`config.mk`:
```
export PLATFORM = sky130hd
export DESIGN_NAME = ahbApbBridge
export DESIGN_NICKNAME = d
export VERILOG_FILES = /design/src/hdl/ahbApbPkg.sv /design/src/hdl/ahbApbBridge.sv /design/src/hdl/ahbRequestCapture.sv /design/src/hdl/apbBridgeFsm.sv /design/src/hdl/apbSlaveDecoder.sv /design/src/hdl/byteLaneSteer.sv
export SDC_FILE = /design/constraint.sdc
export NUM_CORES = 1
export LEC_CHECK = 0
export ABC_CLOCK_PERIOD_IN_PS = 6800
export BUFFER_PORTS_ARGS = -buffer_cell sky130_fd_sc_hd__buf_2
export CAP_MARGIN = 25
export CORE_UTILIZATION = 40
export CTS_CLUSTER_DIAMETER = 150
export DETAILED_ROUTE_END_ITERATION = 12
export PLACE_DENSITY = 0.68
export SLEW_MARGIN = 20
export SYNTH_ARGS = -nofsm -noshare
export SYNTH_HDL_FRONTEND = slang
export SYNTH_SLANG_ARGS = --single-unit
```
`constraint.sdc`:
```
create_clock -name Hclk -period 6.8 [get_ports Hclk]
set_input_delay 0.34 -clock Hclk [delete_from_list [all_inputs] [get_ports Hclk]]
set_output_delay 0.34 -clock Hclk [all_outputs]
set_load 0.03 [all_outputs]
```
`src/hdl/ahbApbPkg.sv`:
```
`default_nettype none

package ahbApbPkg;

        localparam int AddrWidth = 32;
        localparam int DataWidth = 32;

        // Byte offset within a data word
        localparam int OffsetBits = $clog2(DataWidth / 8);

        typedef logic [AddrWidth-1:0] addrT;
        typedef logic [DataWidth-1:0] dataT;
        typedef logic [2:0]           sizeT;

        // Hsize encodings
        localparam sizeT SizeByte = 3'b000;
        localparam sizeT SizeHalf = 3'b001;
        localparam sizeT SizeWord = 3'b010;

        // One AHB transfer as held by the bridge
        typedef struct packed {
                addrT addr;
                logic write;
                sizeT size;
                dataT wdata;
        } ahbReqT;

        // One hot
        typedef enum logic [3:0] {
                Idle      = 4'b0001,
                WriteWait = 4'b0010,
                Setup     = 4'b0100,
                Access    = 4'b1000
        } bridgeStateT;

endpackage

`default_nettype wire

```
`src/hdl/ahbApbBridge.sv`:
```
`timescale 1ns/1ps
`default_nettype none

module ahbApbBridge #(
        parameter int NumSlaves       = 4,
        parameter int SlaveWindowBits = 12,
        parameter int GuardLimit      = 9
) (
        input  logic                  Hclk,
        input  logic                  Hresetn,
        input  logic                  valid,
        input  ahbApbPkg::addrT       Haddr,
        input  logic                  Hwrite,
        input  ahbApbPkg::sizeT       Hsize,
        input  ahbApbPkg::dataT       Hwdata,
        input  ahbApbPkg::dataT       Prdata,
        output logic                  Hreadyout,
        output ahbApbPkg::dataT       Hrdata,
        output ahbApbPkg::addrT       Paddr,
        output logic                  Pwrite,
        output logic [NumSlaves-1:0]  Pselx,
        output logic                  Penable,
        output ahbApbPkg::dataT       Pwdata
);

        ahbApbPkg::ahbReqT req;

        logic active;
        logic captureAddr;
        logic captureData;
        logic readDone;

        assign Paddr  = req.addr;
        assign Pwrite = req.write;

        ahbRequestCapture i_capture (
                .Hclk        (Hclk),
                .Hresetn     (Hresetn),
                .Haddr       (Haddr),
                .Hwrite      (Hwrite),
                .Hsize       (Hsize),
                .Hwdata      (Hwdata),
                .captureAddr (captureAddr),
                .captureData (captureData),
                .req         (req)
        );

        apbSlaveDecoder #(
                .NumSlaves       (NumSlaves),
                .SlaveWindowBits (SlaveWindowBits),
                .GuardLimit      (GuardLimit)
        ) i_decoder (
                .req    (req),
                .active (active),
                .Pselx  (Pselx)
        );

        apbBridgeFsm i_fsm (
                .Hclk        (Hclk),
                .Hresetn     (Hresetn),
                .valid       (valid),
                .Hwrite      (Hwrite),
                .Hreadyout   (Hreadyout),
                .Penable     (Penable),
                .active      (active),
                .captureAddr (captureAddr),
                .captureData (captureData),
                .readDone    (readDone)
        );

        byteLaneSteer i_laneSteer (
                .Hclk     (Hclk),
                .Hresetn  (Hresetn),
                .req      (req),
                .Prdata   (Prdata),
                .readDone (readDone),
                .Pwdata   (Pwdata),
                .Hrdata   (Hrdata)
        );

endmodule

`default_nettype wire

```
`src/hdl/ahbRequestCapture.sv`:
```
`timescale 1ns/1ps
`default_nettype none

module ahbRequestCapture (
        input  logic                Hclk,
        input  logic                Hresetn,
        input  ahbApbPkg::addrT     Haddr,
        input  logic                Hwrite,
        input  ahbApbPkg::sizeT     Hsize,
        input  ahbApbPkg::dataT     Hwdata,
        input  logic                captureAddr,
        input  logic                captureData,
        output ahbApbPkg::ahbReqT   req
);

        ahbApbPkg::addrT addrReg;
        logic            writeReg;
        ahbApbPkg::sizeT sizeReg;
        ahbApbPkg::dataT wdataReg;

        // Address phase
        always_ff @(posedge Hclk or negedge Hresetn)
        begin
                if (~Hresetn)
                begin
                        addrReg  <= '0;
                        writeReg <= 1'b0;
                        sizeReg  <= ahbApbPkg::SizeByte;
                end
                else if (captureAddr)
                begin
                        addrReg  <= Haddr;
                        writeReg <= Hwrite;
                        sizeReg  <= Hsize;
                end
        end

        // Write data arrives one cycle after the address
        always_ff @(posedge Hclk)
        begin
                if (captureData)
                begin
                        wdataReg <= Hwdata;
                end
        end

        // Held between strobes so Paddr and Pwdata stay put through setup and access
        assign req = '{
                addr:  addrReg,
                write: writeReg,
                size:  sizeReg,
                wdata: wdataReg
        };

endmodule

`default_nettype wire

```
`src/hdl/apbBridgeFsm.sv`:
```
`timescale 1ns/1ps
`default_nettype none

module apbBridgeFsm (
        input  logic Hclk,
        input  logic Hresetn,
        input  logic valid,
        input  logic Hwrite,
        output logic Hreadyout,
        output logic Penable,
        output logic active,
        output logic captureAddr,
        output logic captureData,
        output logic readDone
);

        ahbApbPkg::bridgeStateT state;
        ahbApbPkg::bridgeStateT nextState;

        logic isWrite;   // Direction of the transfer in flight

        // Accept only from idle with no wait state pending
        assign captureAddr = (state == ahbApbPkg::Idle) && valid && Hreadyout;
        assign captureData = state == ahbApbPkg::WriteWait;

        assign active  = (state == ahbApbPkg::Setup) || (state == ahbApbPkg::Access);
        assign Penable = state == ahbApbPkg::Access;

        assign readDone = (state == ahbApbPkg::Access) && !isWrite;

        always_comb
        begin
                nextState = state;
                case (state)
                        ahbApbPkg::Idle:
                        begin
                                if (captureAddr)
                                begin
                                        nextState = Hwrite ? ahbApbPkg::WriteWait
                                                           : ahbApbPkg::Setup;
                                end
                        end
                        ahbApbPkg::WriteWait: nextState = ahbApbPkg::Setup;
                        ahbApbPkg::Setup:     nextState = ahbApbPkg::Access;
                        ahbApbPkg::Access:    nextState = ahbApbPkg::Idle;
                        default:              nextState = ahbApbPkg::Idle;
                endcase
        end

        always_ff @(posedge Hclk or negedge Hresetn)
        begin
                if (~Hresetn)
                begin
                        state <= ahbApbPkg::Idle;
                end
                else
                begin
                        state <= nextState;
                end
        end

        // Wait states from the accept edge until access completes
        always_ff @(posedge Hclk or negedge Hresetn)
        begin
                if (~Hresetn)
                begin
                        Hreadyout <= 1'b1;
                        isWrite   <= 1'b0;
                end
                else if (captureAddr)
                begin
                        Hreadyout <= 1'b0;
                        isWrite   <= Hwrite;
                end
                else if (state == ahbApbPkg::Access)
                begin
                        Hreadyout <= 1'b1;
                end
        end

        // Wait states exactly while a transfer is in flight
        assert property (@(posedge Hclk) disable iff (~Hresetn)
                         Hreadyout == (state == ahbApbPkg::Idle))
        else $error("apbBridgeFsm: Hreadyout out of step with the state");

        // Data phase only for writes
        assert property (@(posedge Hclk) disable iff (~Hresetn) captureData |-> isWrite)
        else $error("apbBridgeFsm: write wait entered for a read");

endmodule

`default_nettype wire

```
`src/hdl/apbSlaveDecoder.sv`:
```
`timescale 1ns/1ps
`default_nettype none

module apbSlaveDecoder #(
        parameter int NumSlaves       = 4,
        parameter int SlaveWindowBits = 12,
        parameter int GuardLimit      = 9
) (
        input  ahbApbPkg::ahbReqT     req,
        input  logic                  active,
        output logic [NumSlaves-1:0]  Pselx
);

        localparam int IdxWidth = ahbApbPkg::AddrWidth - SlaveWindowBits;

        logic [IdxWidth-1:0] slaveIdx;
        logic                inRange;
        logic                guarded;

        // Window number of the held address
        assign slaveIdx = req.addr[ahbApbPkg::AddrWidth-1:SlaveWindowBits];

        assign inRange = slaveIdx < IdxWidth'(NumSlaves);
        assign guarded = req.addr < ahbApbPkg::addrT'(GuardLimit);   // Reserved low region

        always_comb
        begin
                for (int i = 0; i < NumSlaves; i++)
                begin
                        Pselx[i] = active && inRange && !guarded
                                   && (slaveIdx == IdxWidth'(i));
                end
        end

endmodule

`default_nettype wire

```
`src/hdl/byteLaneSteer.sv`:
```
`timescale 1ns/1ps
`default_nettype none

module byteLaneSteer (
        input  logic               Hclk,
        input  logic               Hresetn,
        input  ahbApbPkg::ahbReqT  req,
        input  ahbApbPkg::dataT    Prdata,
        input  logic               readDone,
        output ahbApbPkg::dataT    Pwdata,
        output ahbApbPkg::dataT    Hrdata
);

        // Little endian lane pick, zero extended into the low bits
        function automatic ahbApbPkg::dataT laneSelect(
                input ahbApbPkg::sizeT                 size,
                input logic [ahbApbPkg::OffsetBits-1:0] offset,
                input ahbApbPkg::dataT                 word
        );
                ahbApbPkg::dataT lane;
                lane = '0;
                case (size)
                        ahbApbPkg::SizeByte:
                        begin
                                lane = ahbApbPkg::dataT'(word[8*offset +: 8]);
                        end
                        ahbApbPkg::SizeHalf:
                        begin
                                if (!offset[0])
                                begin
                                        lane = ahbApbPkg::dataT'(word[16*offset[1] +: 16]);
                                end
                        end
                        ahbApbPkg::SizeWord:
                        begin
                                if (offset == '0)
                                begin
                                        lane = word;
                                end
                        end
                        default: lane = '0;   // Wider than the APB bus
                endcase
                return lane;
        endfunction

        logic [ahbApbPkg::OffsetBits-1:0] offset;

        assign offset = req.addr[ahbApbPkg::OffsetBits-1:0];

        assign Pwdata = laneSelect(req.size, offset, req.wdata);

        // Read data sampled at the end of access
        always_ff @(posedge Hclk or negedge Hresetn)
        begin
                if (~Hresetn)
                begin
                        Hrdata <= '0;
                end
                else if (readDone)
                begin
                        Hrdata <= laneSelect(req.size, offset, Prdata);
                end
        end

endmodule

`default_nettype wire

```
==> reports/results.tsv, run 1 <==
metric	value	unit
max-cap-violations	0	
crit_end	Pwdata[15]	
synth_flop_cell	dfrtp_1	
synth_seq_cells	105	
status	finished, final reports clean	
cts_sinks	105	
synth_simple_gate_area_share	10.53	%
synth_fa_ha_area_share	0	%
drtIter0Drc	280	
r2r_cells	4	
setup_violations	0	
slew_headroom	31.71	%
met3_usage	4.251	%
cts_buffer_depth	2	
cp.buffers_inverters	1	
syn_area	0.005004	mm²
synth_mux_area_share	12.75	%
dpl.hpwl	9.218	mm
critPathLaunchType	flop	
dieArea	0.01296	mm²
power_density	392.4	mW/mm²
h-tree-depth	3	
tightest_slew	1.024	ns
critPathRequiredTime	6.46	ns
grt_overflow_total	0	
cts_made_buffers	9	
fin_ws	3.514	ns
drc_errors	0	
antenna_found_initial	0	
met1_usage	25.37	%
placement_rows	40	
crit_chain	nor2b_2, and3_1, a22oi_1, nor2_1, buf_2	
clk_pin_slew	0.08	ns
ioPinCount	206	
crit_start	i_capture.addrReg[0]$_DFFE_PN0P_	
dr.pass1.iters	7	
synth_edf_count	32	
vias_per_cell	5.179	
finalCritPeriodShare	48.32	%
seq_area	0.002790	mm²
ir_drop	0.1956	mV
syn_nets	500	
syn_inst	397	
cp.arrival	2.95	ns
grt_pass1_vias	3809	
p_leak	3.055	nW
tns	0	ns
syn_avg_cell_area	12.60	µm²
place_congestion	0.8467	
yosys_warnings	0	
r2r-end	i_laneSteer.Hrdata[21]$_DFFE_PN0P_	
critPathTopFamily	simple AND/OR/NAND/NOR gates	
fillCellCount	1124	
antenna_left	0	
route.vias.total	3796	
rsz0062_at_grt	no	
port_buffers	205	
cp_slowest_cell	nor2b_2	
multi_input_area	0.001844	mm²
final_area	0.006242	mm²
clk_latency	0.35	ns
fp.dieH	113.8	µm
layout_min_cycle_time	3.286	ns
reg2reg_from	i_capture.addrReg[0]$_DFFE_PN0P_	
drv_slew	0	
worstSetupPathDepth	5	
placed_area	0.005886	mm²
cts_tree	built	
die_w	113.8	µm
root_buffer	clkbuf_16	
fin_skew	0.008427	ns
syn2layout_area_growth	24.76	%
synthArstFlopShare	69.52	%
synth-seq-area-share	55.76	%
ys_types	41	
grt_max_degree	74	
post-place-ws	3.567	ns
path_class	flop to primary output	
track_usage	19.96	%
cts-resized-gates	0	
coreArea	0.01211	mm²
hold_path_depth	1	
routed_wl	12.86	mm
synth_top_family_by_area	multiplexers	
gr-usage-met2	33.13	%
max_freq	304.4	MHz
grt_pass1_wl	19.70	mm
synth_xor_area_share	0.3501	%
cp_slowest_stage_delay	0.71	ns
cts_setup_buffers	0	
drive_above_1_share	50.80	%
n_antenna_cell	0	
crit_path_max_fanout	23	
hold_path_class	primary input to flop	
fin_nets	663	
wire_per_inst	17.54	µm
start_util	41.31	%
grt_busiest_layer	met2	
r2r_slack	3.99	ns
synth_compound_area_share	12.70	%
worstSetupEndpointType	primary output	
hold_violations	0	
-- power breakdown --
part	internal (mW)	switching, mW	leakage [nW]
Clock	0.261	0.255	0.146
Sequential	0.768	0.134	1.21
Combinational	0.404	0.627	1.70
Total	1.43	1.02	3.06
-- cell families (layout without fill, tap and decap cells) --
logic type,after synthesis,after routing
flops,105,105
compound gates,82,82
buf+inv,60,228
mux,51,51
xor+xnor,2,2
simple gates,97,97
-- cell type report --
| type | count | share of cell area [%] |
|---|---|---|
| repair buffers | 210 | 17.56 |
| clock buffers | 9 | 3.608 |
| flip-flops and latches | 105 | 44.70 |
| multi-input cells | 232 | 29.55 |
| well taps | 168 | 3.367 |
| clock inverters | 7 | 1.102 |
| inverters | 2 | 0.1203 |
-- stage by stage --
| step | instances | hold slack (ns) | power, mW | utilization [%] |
|---|---|---|---|---|
| global route | 733 | 0.1461 | 2.576 | 51.54 |
| global placement | 714 | 0.4659 | 1.910 | 48.57 |
| CTS | 730 | 0.1494 | 2.451 | 51.02 |
| finish | 733 | 0.1624 | 2.449 | 51.54 |
| detailed placement | 714 | 0.4762 | 1.929 | 48.60 |
| floorplan | 397 | 0.04441 | 1.762 | - |
-- sequential cells by signal, indices dropped and copies added, names as in the netlist --
signal and count:
i_fsm.state 4, i_fsm.isWrite 1, i_fsm.Hreadyout 1, i_capture.wdataReg 32
i_capture.addrReg 32, i_capture.sizeReg 3, i_laneSteer.Hrdata 32
-- how the worst min path moves through the flow --
stage	startpoint	to	slack (ns)
detailed placement	i_laneSteer.Hrdata[9]$_DFFE_PN0P_	i_laneSteer.Hrdata[9]$_DFFE_PN0P_	0.48
finish	Hwdata[3]	i_capture.wdataReg[3]$_DFFE_PP_	0.16
CTS	Hwdata[8]	i_capture.wdataReg[8]$_DFFE_PP_	0.15
floorplan	Hresetn	i_capture.addrReg[0]$_DFFE_PN0P_	0.04
global placement	i_laneSteer.Hrdata[13]$_DFFE_PN0P_	i_laneSteer.Hrdata[13]$_DFFE_PN0P_	0.47
global route	Hwdata[8]	i_capture.wdataReg[8]$_DFFE_PP_	0.15
-- synth_stat cells, types with 4 or more instances --
cell      number  area [µm²]
dfrtp_1       71        1777
nor2_1        38       142.6
mux2_2        34       382.9
buf_4         33       247.7
a22o_1        32       280.3
edfxtp_1      32       960.9
a22oi_1       24       180.2
and2_1        19       118.9
mux2_4        17       255.2
clkbuf_1      12       45.04
o21ai_0       10       50.05
nand2_1        9       33.78
a221oi_1       7       61.31
buf_2          6       30.03
nor4_1         6       37.54
buf_6          5       56.30
and3_1         4       25.02
nand2b_1       4       25.02
nor3_1         4       20.02
-- layer usage --
| metal | vias up | share of wire [%] |
|---|---|---|
| li1 | 1753 | - |
| met1 | 1870 | 41 |
| met2 | 151 | 51 |
| met3 | 22 | 6.2 |
| met4 | 0 | 2.1 |
| met5 | - | 0 |
-- cell usage in the layout (no fill, tap or decap), drive strengths merged, types with 2 or more instances in the layout --
cell,n
buf,209
dfrtp,71
mux2,51
nor2,38
a22o,32
edfxtp,32
a22oi,24
and2,19
o21ai,10
nand2,9
clkbuf,9
a221oi,7
inv,7
nor4,6
and3,4
nand2b,4
nor3,4
nor4b,3
a21o,2
xor2,2
nand3,2
o21a,2
clkinv,2
dfstp,2
nor2b,2
-- timing repair --
item                       4_1_cts  5_1_grt
setup endpoints to repair        0        0
hold endpoints to repair         0       26
hold buffers                     0        1
Note: power is estimated with default switching activity, not from simulation.
==> run 2: changes to the inputs <==
Settings changed: ABC_CLOCK_PERIOD_IN_PS 6800 to 3260.
Clock period 6.8 ns to 3.26 ns, I/O delays scaled along.
==> run 2 against run 1 <==
Final cell count up 5.0%. Core utilization rose by 3.0 points. Critical path depth rose by 1. Combinational power rose by 120%. Setup slack lost 2.7 ns. Wire length grew 4.5%. Non-clock buffer count rose by 37. Via count grew 3.9%. Clock skew decreased by 0.0024 ns. Sequential cell count is the same. Sequential share of layout area is 2.4 points lower. Register-to-register slack lost 2.9 ns. Largest cell class unchanged. Largest power group unchanged. Highest routed layer unchanged.
==> reports/results.tsv, run 2 (synthesis gave the netlist of run 1 again) <==
metric	value	unit	change
fp.dieH	113.8	µm	unchanged
dieArea	0.01296	mm²	unchanged
crit_start	i_capture.addrReg[0]$_DFFE_PN0P_		
status	finished, final reports clean		
final_common_cell	buf_2		
n_antenna_cell	0		unchanged
tightest_slew	0.9117	ns	-0.1126 ns
start_util	41.31	%	unchanged
cts_made_buffers	9		unchanged
critPathRequiredTime	3.10	ns	-3.36 ns
clk_latency	0.34	ns	about the same
cp_slowest_cell	and3_1		
syn2layout_area_growth	31.91	%	
path_class	flop to primary output		
drc_errors	0		unchanged
max_freq	413.8	MHz	
drive_above_1_share	47.67	%	-3.1 points
rsz0062_at_grt	no		
grt_max_degree	74		unchanged
fin_worst_hold_slack	0.04631	ns	-0.1161 ns
p_total	5.229	mW	+110%
grt_pass1_wl	20.67	mm	+4.9%
worstSetupEndpointType	primary output		
critPathLaunchType	flop		
place_congestion	0.8516		+0.58%
root_buffer	clkbuf_16		
p_leak	3.217	nW	+5.3%
coreArea	0.01211	mm²	unchanged
route.vias.total	3944		+3.9%
antenna_left	0		unchanged
cts_buffer_depth	2		unchanged
routed_wl	13.44	mm	+4.5%
track_usage	20.88	%	+0.92 points
slew_headroom	39.22	%	+7.5 points
fin_nets	700		+5.6%
grt_overflow_total	0		unchanged
reg2reg_from	i_capture.addrReg[1]$_DFFE_PN0P_		
drv_slew	0		unchanged
cts-resized-gates	0		unchanged
crit_chain	buf_4, nor2b_1, and3_1, a22oi_1, nor2_1, buf_2		
ioPinCount	206		unchanged
port_buffers	205		unchanged
critPathTopFamily	simple AND/OR/NAND/NOR gates		
instances_no_fill	770		+5.0%
antenna_found_initial	0		unchanged
cp.arrival	2.25	ns	-0.70 ns
dp.cells	720		+0.84%
cp.buffers_inverters	2		+1
power_density	792.3	mW/mm²	+100%
final_cell_mix	204 x buf_2, 71 x dfrtp_1, 37 x nor2_1		
largestRegisters	i_capture.addrReg: 32 flops, i_capture.wdataReg: 32 flops, i_laneSteer.Hrdata: 32 flops		
h-tree-depth	3		unchanged
ir_drop	0.4582	mV	+130%
placement_rows	40		unchanged
clk_pin_slew	0.07	ns	about the same
layout_min_cycle_time	2.417	ns	
cts_tree	built		
grt_pass1_vias	4058		+6.5%
vias_per_cell	5.122		-1.1%
max-cap-violations	0		unchanged
cts_sinks	105		unchanged
tns	0	ns	unchanged
min-delay-start	Haddr[20]		
finalCritPeriodShare	74.13	%	
die_w	113.8	µm	unchanged
hold_violations	0		unchanged
wire_per_inst	17.45	µm	-0.49%
dpl.hpwl	9.453	mm	+2.6%
crit_path_max_fanout	22		-4.3%
setup_violations	0		unchanged
cp_slowest_stage_delay	0.61	ns	-0.10 ns
hold_path_class	primary input to flop		
dr.pass1.iters	4		-3
drtIter0Drc	244		-13%
fin_skew	0.005987	ns	-0.002440 ns
[run 2: cell count changes in the layout (fill, tap and decap cells not counted), moves of 2 or more]
cell and delta:
buf_4 +5, clkbuf_1 +3, inv_6 -2, dlygate4sd3_1 +32, inv_8 -3, clkinv_4 -2
[run 2: area by class of cell]
cell class / count / area [µm²]
Tap cell: 168 / 210.2
Timing Repair Buffer: 247 / 1450
Clock inverter: 2 / 35.03
Fill cell: 1085 / 5512
Clock buffer: 14 / 275.3
Multi-Input combinational cell: 232 / 1832
Sequential cell: 105 / 2790
Inverter: 2 / 7.507
[run 2: path summary, 6_finish.rpt]
check / slack, ns / cells past startpoint / endpoint
min in group asynchronous: 0.52 / 2 / i_laneSteer.Hrdata[4]$_DFFE_PN0P_
min: 0.05 / 2 / i_capture.addrReg[20]$_DFFE_PN0P_
max: 0.84 / 6 / Pwdata[15]
max reg2reg: 1.13 / 5 / i_laneSteer.Hrdata[28]$_DFFE_PN0P_
min reg2reg: 0.48 / 2 / i_laneSteer.Hrdata[12]$_DFFE_PN0P_
max in group asynchronous: 2.17 / 2 / i_capture.addrReg[31]$_DFFE_PN0P_
[run 2: per-stage QoR]
stage	instance area, µm²	worst slack (ns)	utilization, %
after floorplan	5004	0.04179	-
after global placement	5921	1.073	48.88
after detailed placement	5932	1.090	48.98
after CTS	6563	0.8435	54.18
after global routing	6600	0.7081	54.49
final	6600	0.8432	54.49
[run 2: layer usage]
metal	part of all wire, %	global-route usage [%]	routed length (µm)	vias to the layer above
met5	0	0	0	-
met4	3.2	10.39	429	0
met3	6.0	4.729	812	30
met2	50	35.45	6773	154
met1	40	25.03	5424	1935
li1	-	-	-	1825
[run 2: repair_timing]
item	CTS	global route
endpoints found under the hold margin	81	1
endpoints found under the setup margin	0	0
hold buffers	32	1
setup buffers	0	0
[run 2: report_power, final]
group	leakage [nW]	total, mW	internal, mW	switching [mW]
clock	0.152	1.14	0.664	0.472
sequential	1.21	1.86	1.61	0.253
combinational	1.86	2.24	0.878	1.36
==> run 3: changes to the inputs <==
Settings changed: ABC_CLOCK_PERIOD_IN_PS 3260 to 2300.
Clock period 3.26 ns to 2.3 ns, I/O delays scaled along.
==> run 3 against run 2 <==
Power rose by 42%. Largest cell class unchanged. Non-clock buffer count up 39. Via count rose by 3.5%. Clock-buffer cell count decreased by 5. Critical path depth is 1 lower. Register-to-register slack lost 0.70 ns. Setup slack got worse by 0.71 ns. Worst hold slack got worse by 0.031 ns.
==> reports/results.tsv, run 3 (synthesis gave the netlist of run 1 again) <==
metric	value	unit	change
dp.cells	726		+0.83%
cts_tree	built		
status	finished, final reports clean		
final_common_cell	buf_2		
instances_no_fill	809		+5.1%
layout_min_cycle_time	2.167	ns	
port_buffers	205		unchanged
place_congestion	0.8100		-4.9%
hold_violations	0		unchanged
hold_path_class	primary input to flop		
track_usage	21.81	%	+0.93 points
drive_above_1_share	45.87	%	-1.8 points
seqPwrFrac	35.3	%	-0.2 points
fp.dieH	113.8	µm	unchanged
antenna_found_initial	0		unchanged
routed_wl	13.87	mm	+3.2%
crit_chain	nor4_1, nand4_1, nor3_1, and2_1, buf_2		
drv_slew	0		unchanged
crit_path_max_fanout	3		-86%
grt_max_degree	74		unchanged
max-cap-violations	0		unchanged
grt_pass1_vias	4185		+3.1%
die_w	113.8	µm	unchanged
cp.buffers_inverters	1		-1
final_cell_mix	204 x buf_2, 71 x dfrtp_1, 66 x dlygate4sd3_1		
grt_pass1_wl	21.48	mm	+3.9%
rsz0062_at_grt	no		
grt_overflow_total	0		unchanged
critPathRequiredTime	2.18	ns	-0.92 ns
wire_per_inst	17.15	µm	-1.7%
fin_skew	0.006551	ns	+0.0005638 ns
cts_buffer_depth	2		unchanged
largestRegisters	i_capture.addrReg: 32 flops, i_capture.wdataReg: 32 flops, i_laneSteer.Hrdata: 32 flops		
placed_area	0.005979	mm²	+0.80%
fin_worst_hold_slack	0.01500	ns	-0.03131 ns
critPathLaunchType	flop		
worstSetupEndpointType	primary output		
root_buffer	clkbuf_16		
fin_nets	739		+5.6%
path_class	flop to primary output		
h-tree-depth	3		unchanged
swShare	40.30	%	+0.48 points
final_area	0.006955	mm²	+5.4%
power_density	1065	mW/mm²	+34%
switchingPower	2.984	mW	+43%
cts_sinks	105		unchanged
placement_rows	40		unchanged
slew_headroom	62.41	%	+23 points
critPathTopFamily	simple AND/OR/NAND/NOR gates		
drtIter0Drc	309		+27%
cp_slowest_cell	nor4_1		
cp_slowest_stage_delay	0.54	ns	-0.07 ns
clkPwrFrac	20.2	%	-1.5 points
ioPinCount	206		unchanged
vias_per_cell	5.047		-1.5%
p_leak	3.355	nW	+4.3%
finalCritPeriodShare	94.23	%	
start_util	41.31	%	unchanged
combPwrFrac	44.4	%	+1.7 points
p_int	4.421	mW	+40%
setup_violations	0		unchanged
cts_setup_buffers	0		unchanged
dr.pass1.iters	4		unchanged
dpl.hpwl	9.299	mm	-1.6%
max_freq	461.4	MHz	
cts_made_buffers	9		unchanged
dieArea	0.01296	mm²	unchanged
tns	0	ns	unchanged
syn2layout_area_growth	39.01	%	
tightest_slew	0.5586	ns	-0.3531 ns
route.vias.total	4083		+3.5%
clk_latency	0.35	ns	about the same
cp.arrival	2.05	ns	-0.20 ns
ir_drop	0.5392	mV	+18%
coreArea	0.01211	mm²	unchanged
antenna_left	0		unchanged
clk_pin_slew	0.06	ns	about the same
n_antenna_cell	0		unchanged
drc_errors	0		unchanged
run 3: cell count changes in the layout (fill, tap and decap cells not counted), sizes merged:
cell	previous run	this run
dlygate4sd3	33	66
clkbuf	14	9
buf	214	220
clkinv	1	4
clkinvlp	0	2
run 3: path summary, 6_finish.rpt:
path	startpoint	endpoint	slack, ns	depth (start not counted)
setup / recovery	i_capture.addrReg[31]$_DFFE_PN0P_	Pselx[0]	0.13	5
hold / removal	Haddr[24]	i_capture.addrReg[24]$_DFFE_PN0P_	0.02	2
setup reg to reg	i_fsm.state[0]$_DFFE_PN1P_	i_capture.addrReg[8]$_DFFE_PN0P_	0.43	4
hold reg to reg	i_laneSteer.Hrdata[9]$_DFFE_PN0P_	i_laneSteer.Hrdata[9]$_DFFE_PN0P_	0.48	2
max in group asynchronous	Hresetn	i_fsm.state[0]$_DFFE_PN1P_	1.38	3
min in group asynchronous	Hresetn	i_laneSteer.Hrdata[1]$_DFFE_PN0P_	0.28	2
run 3: per-layer routing:
| layer | share of wire (%) | global-route usage, % | wire, µm | vias to the layer above |
|---|---|---|---|---|
| met3 | 4.9 | 4.145 | 676 | 22 |
| met2 | 53 | 38.74 | 7369 | 142 |
| li1 | - | - | - | 1904 |
| met1 | 40 | 25.89 | 5528 | 2015 |
| met5 | 0 | 0 | 0 | - |
| met4 | 2.1 | 9.091 | 297 | 0 |
run 3: final cells by class:
class / count / area, µm²
Tap cell: 168 / 210.2
Clock buffer: 9 / 225.2
Clock inverter: 7 / 61.31
Timing Repair Buffer: 286 / 1814
Inverter: 2 / 7.507
Multi-Input combinational cell: 232 / 1847
Sequential cell: 105 / 2790
Fill cell: 1025 / 5156
run 3: per-stage QoR:
step	total power [mW]	setup WS (ns)	util, %
after floorplan	5.209	0.07056	-
after global placement	5.756	0.4457	49.37
after detailed placement	5.834	0.4218	49.37
after CTS	7.443	0.03965	57.19
after global routing	7.805	0.01541	57.43
final	7.405	0.1326	57.43
run 3: power groups by stage:
stage               combinational, mW  clock (mW)  sequential (mW)
finish                           3.29        1.50             2.62
detailed placement               3.20           0             2.64
global route                     3.50        1.63             2.67
CTS                              3.29        1.55             2.60
floorplan                        2.61           0             2.60
global placement                 3.15           0             2.61
run 3: repair_timing:
| action | CTS | global route |
|---|---|---|
| endpoints found under the setup margin | 0 | 9 |
| hold buffers | 66 | 0 |
| hold endpoints to repair | 136 | 0 |
| resized for setup | 0 | 2 |
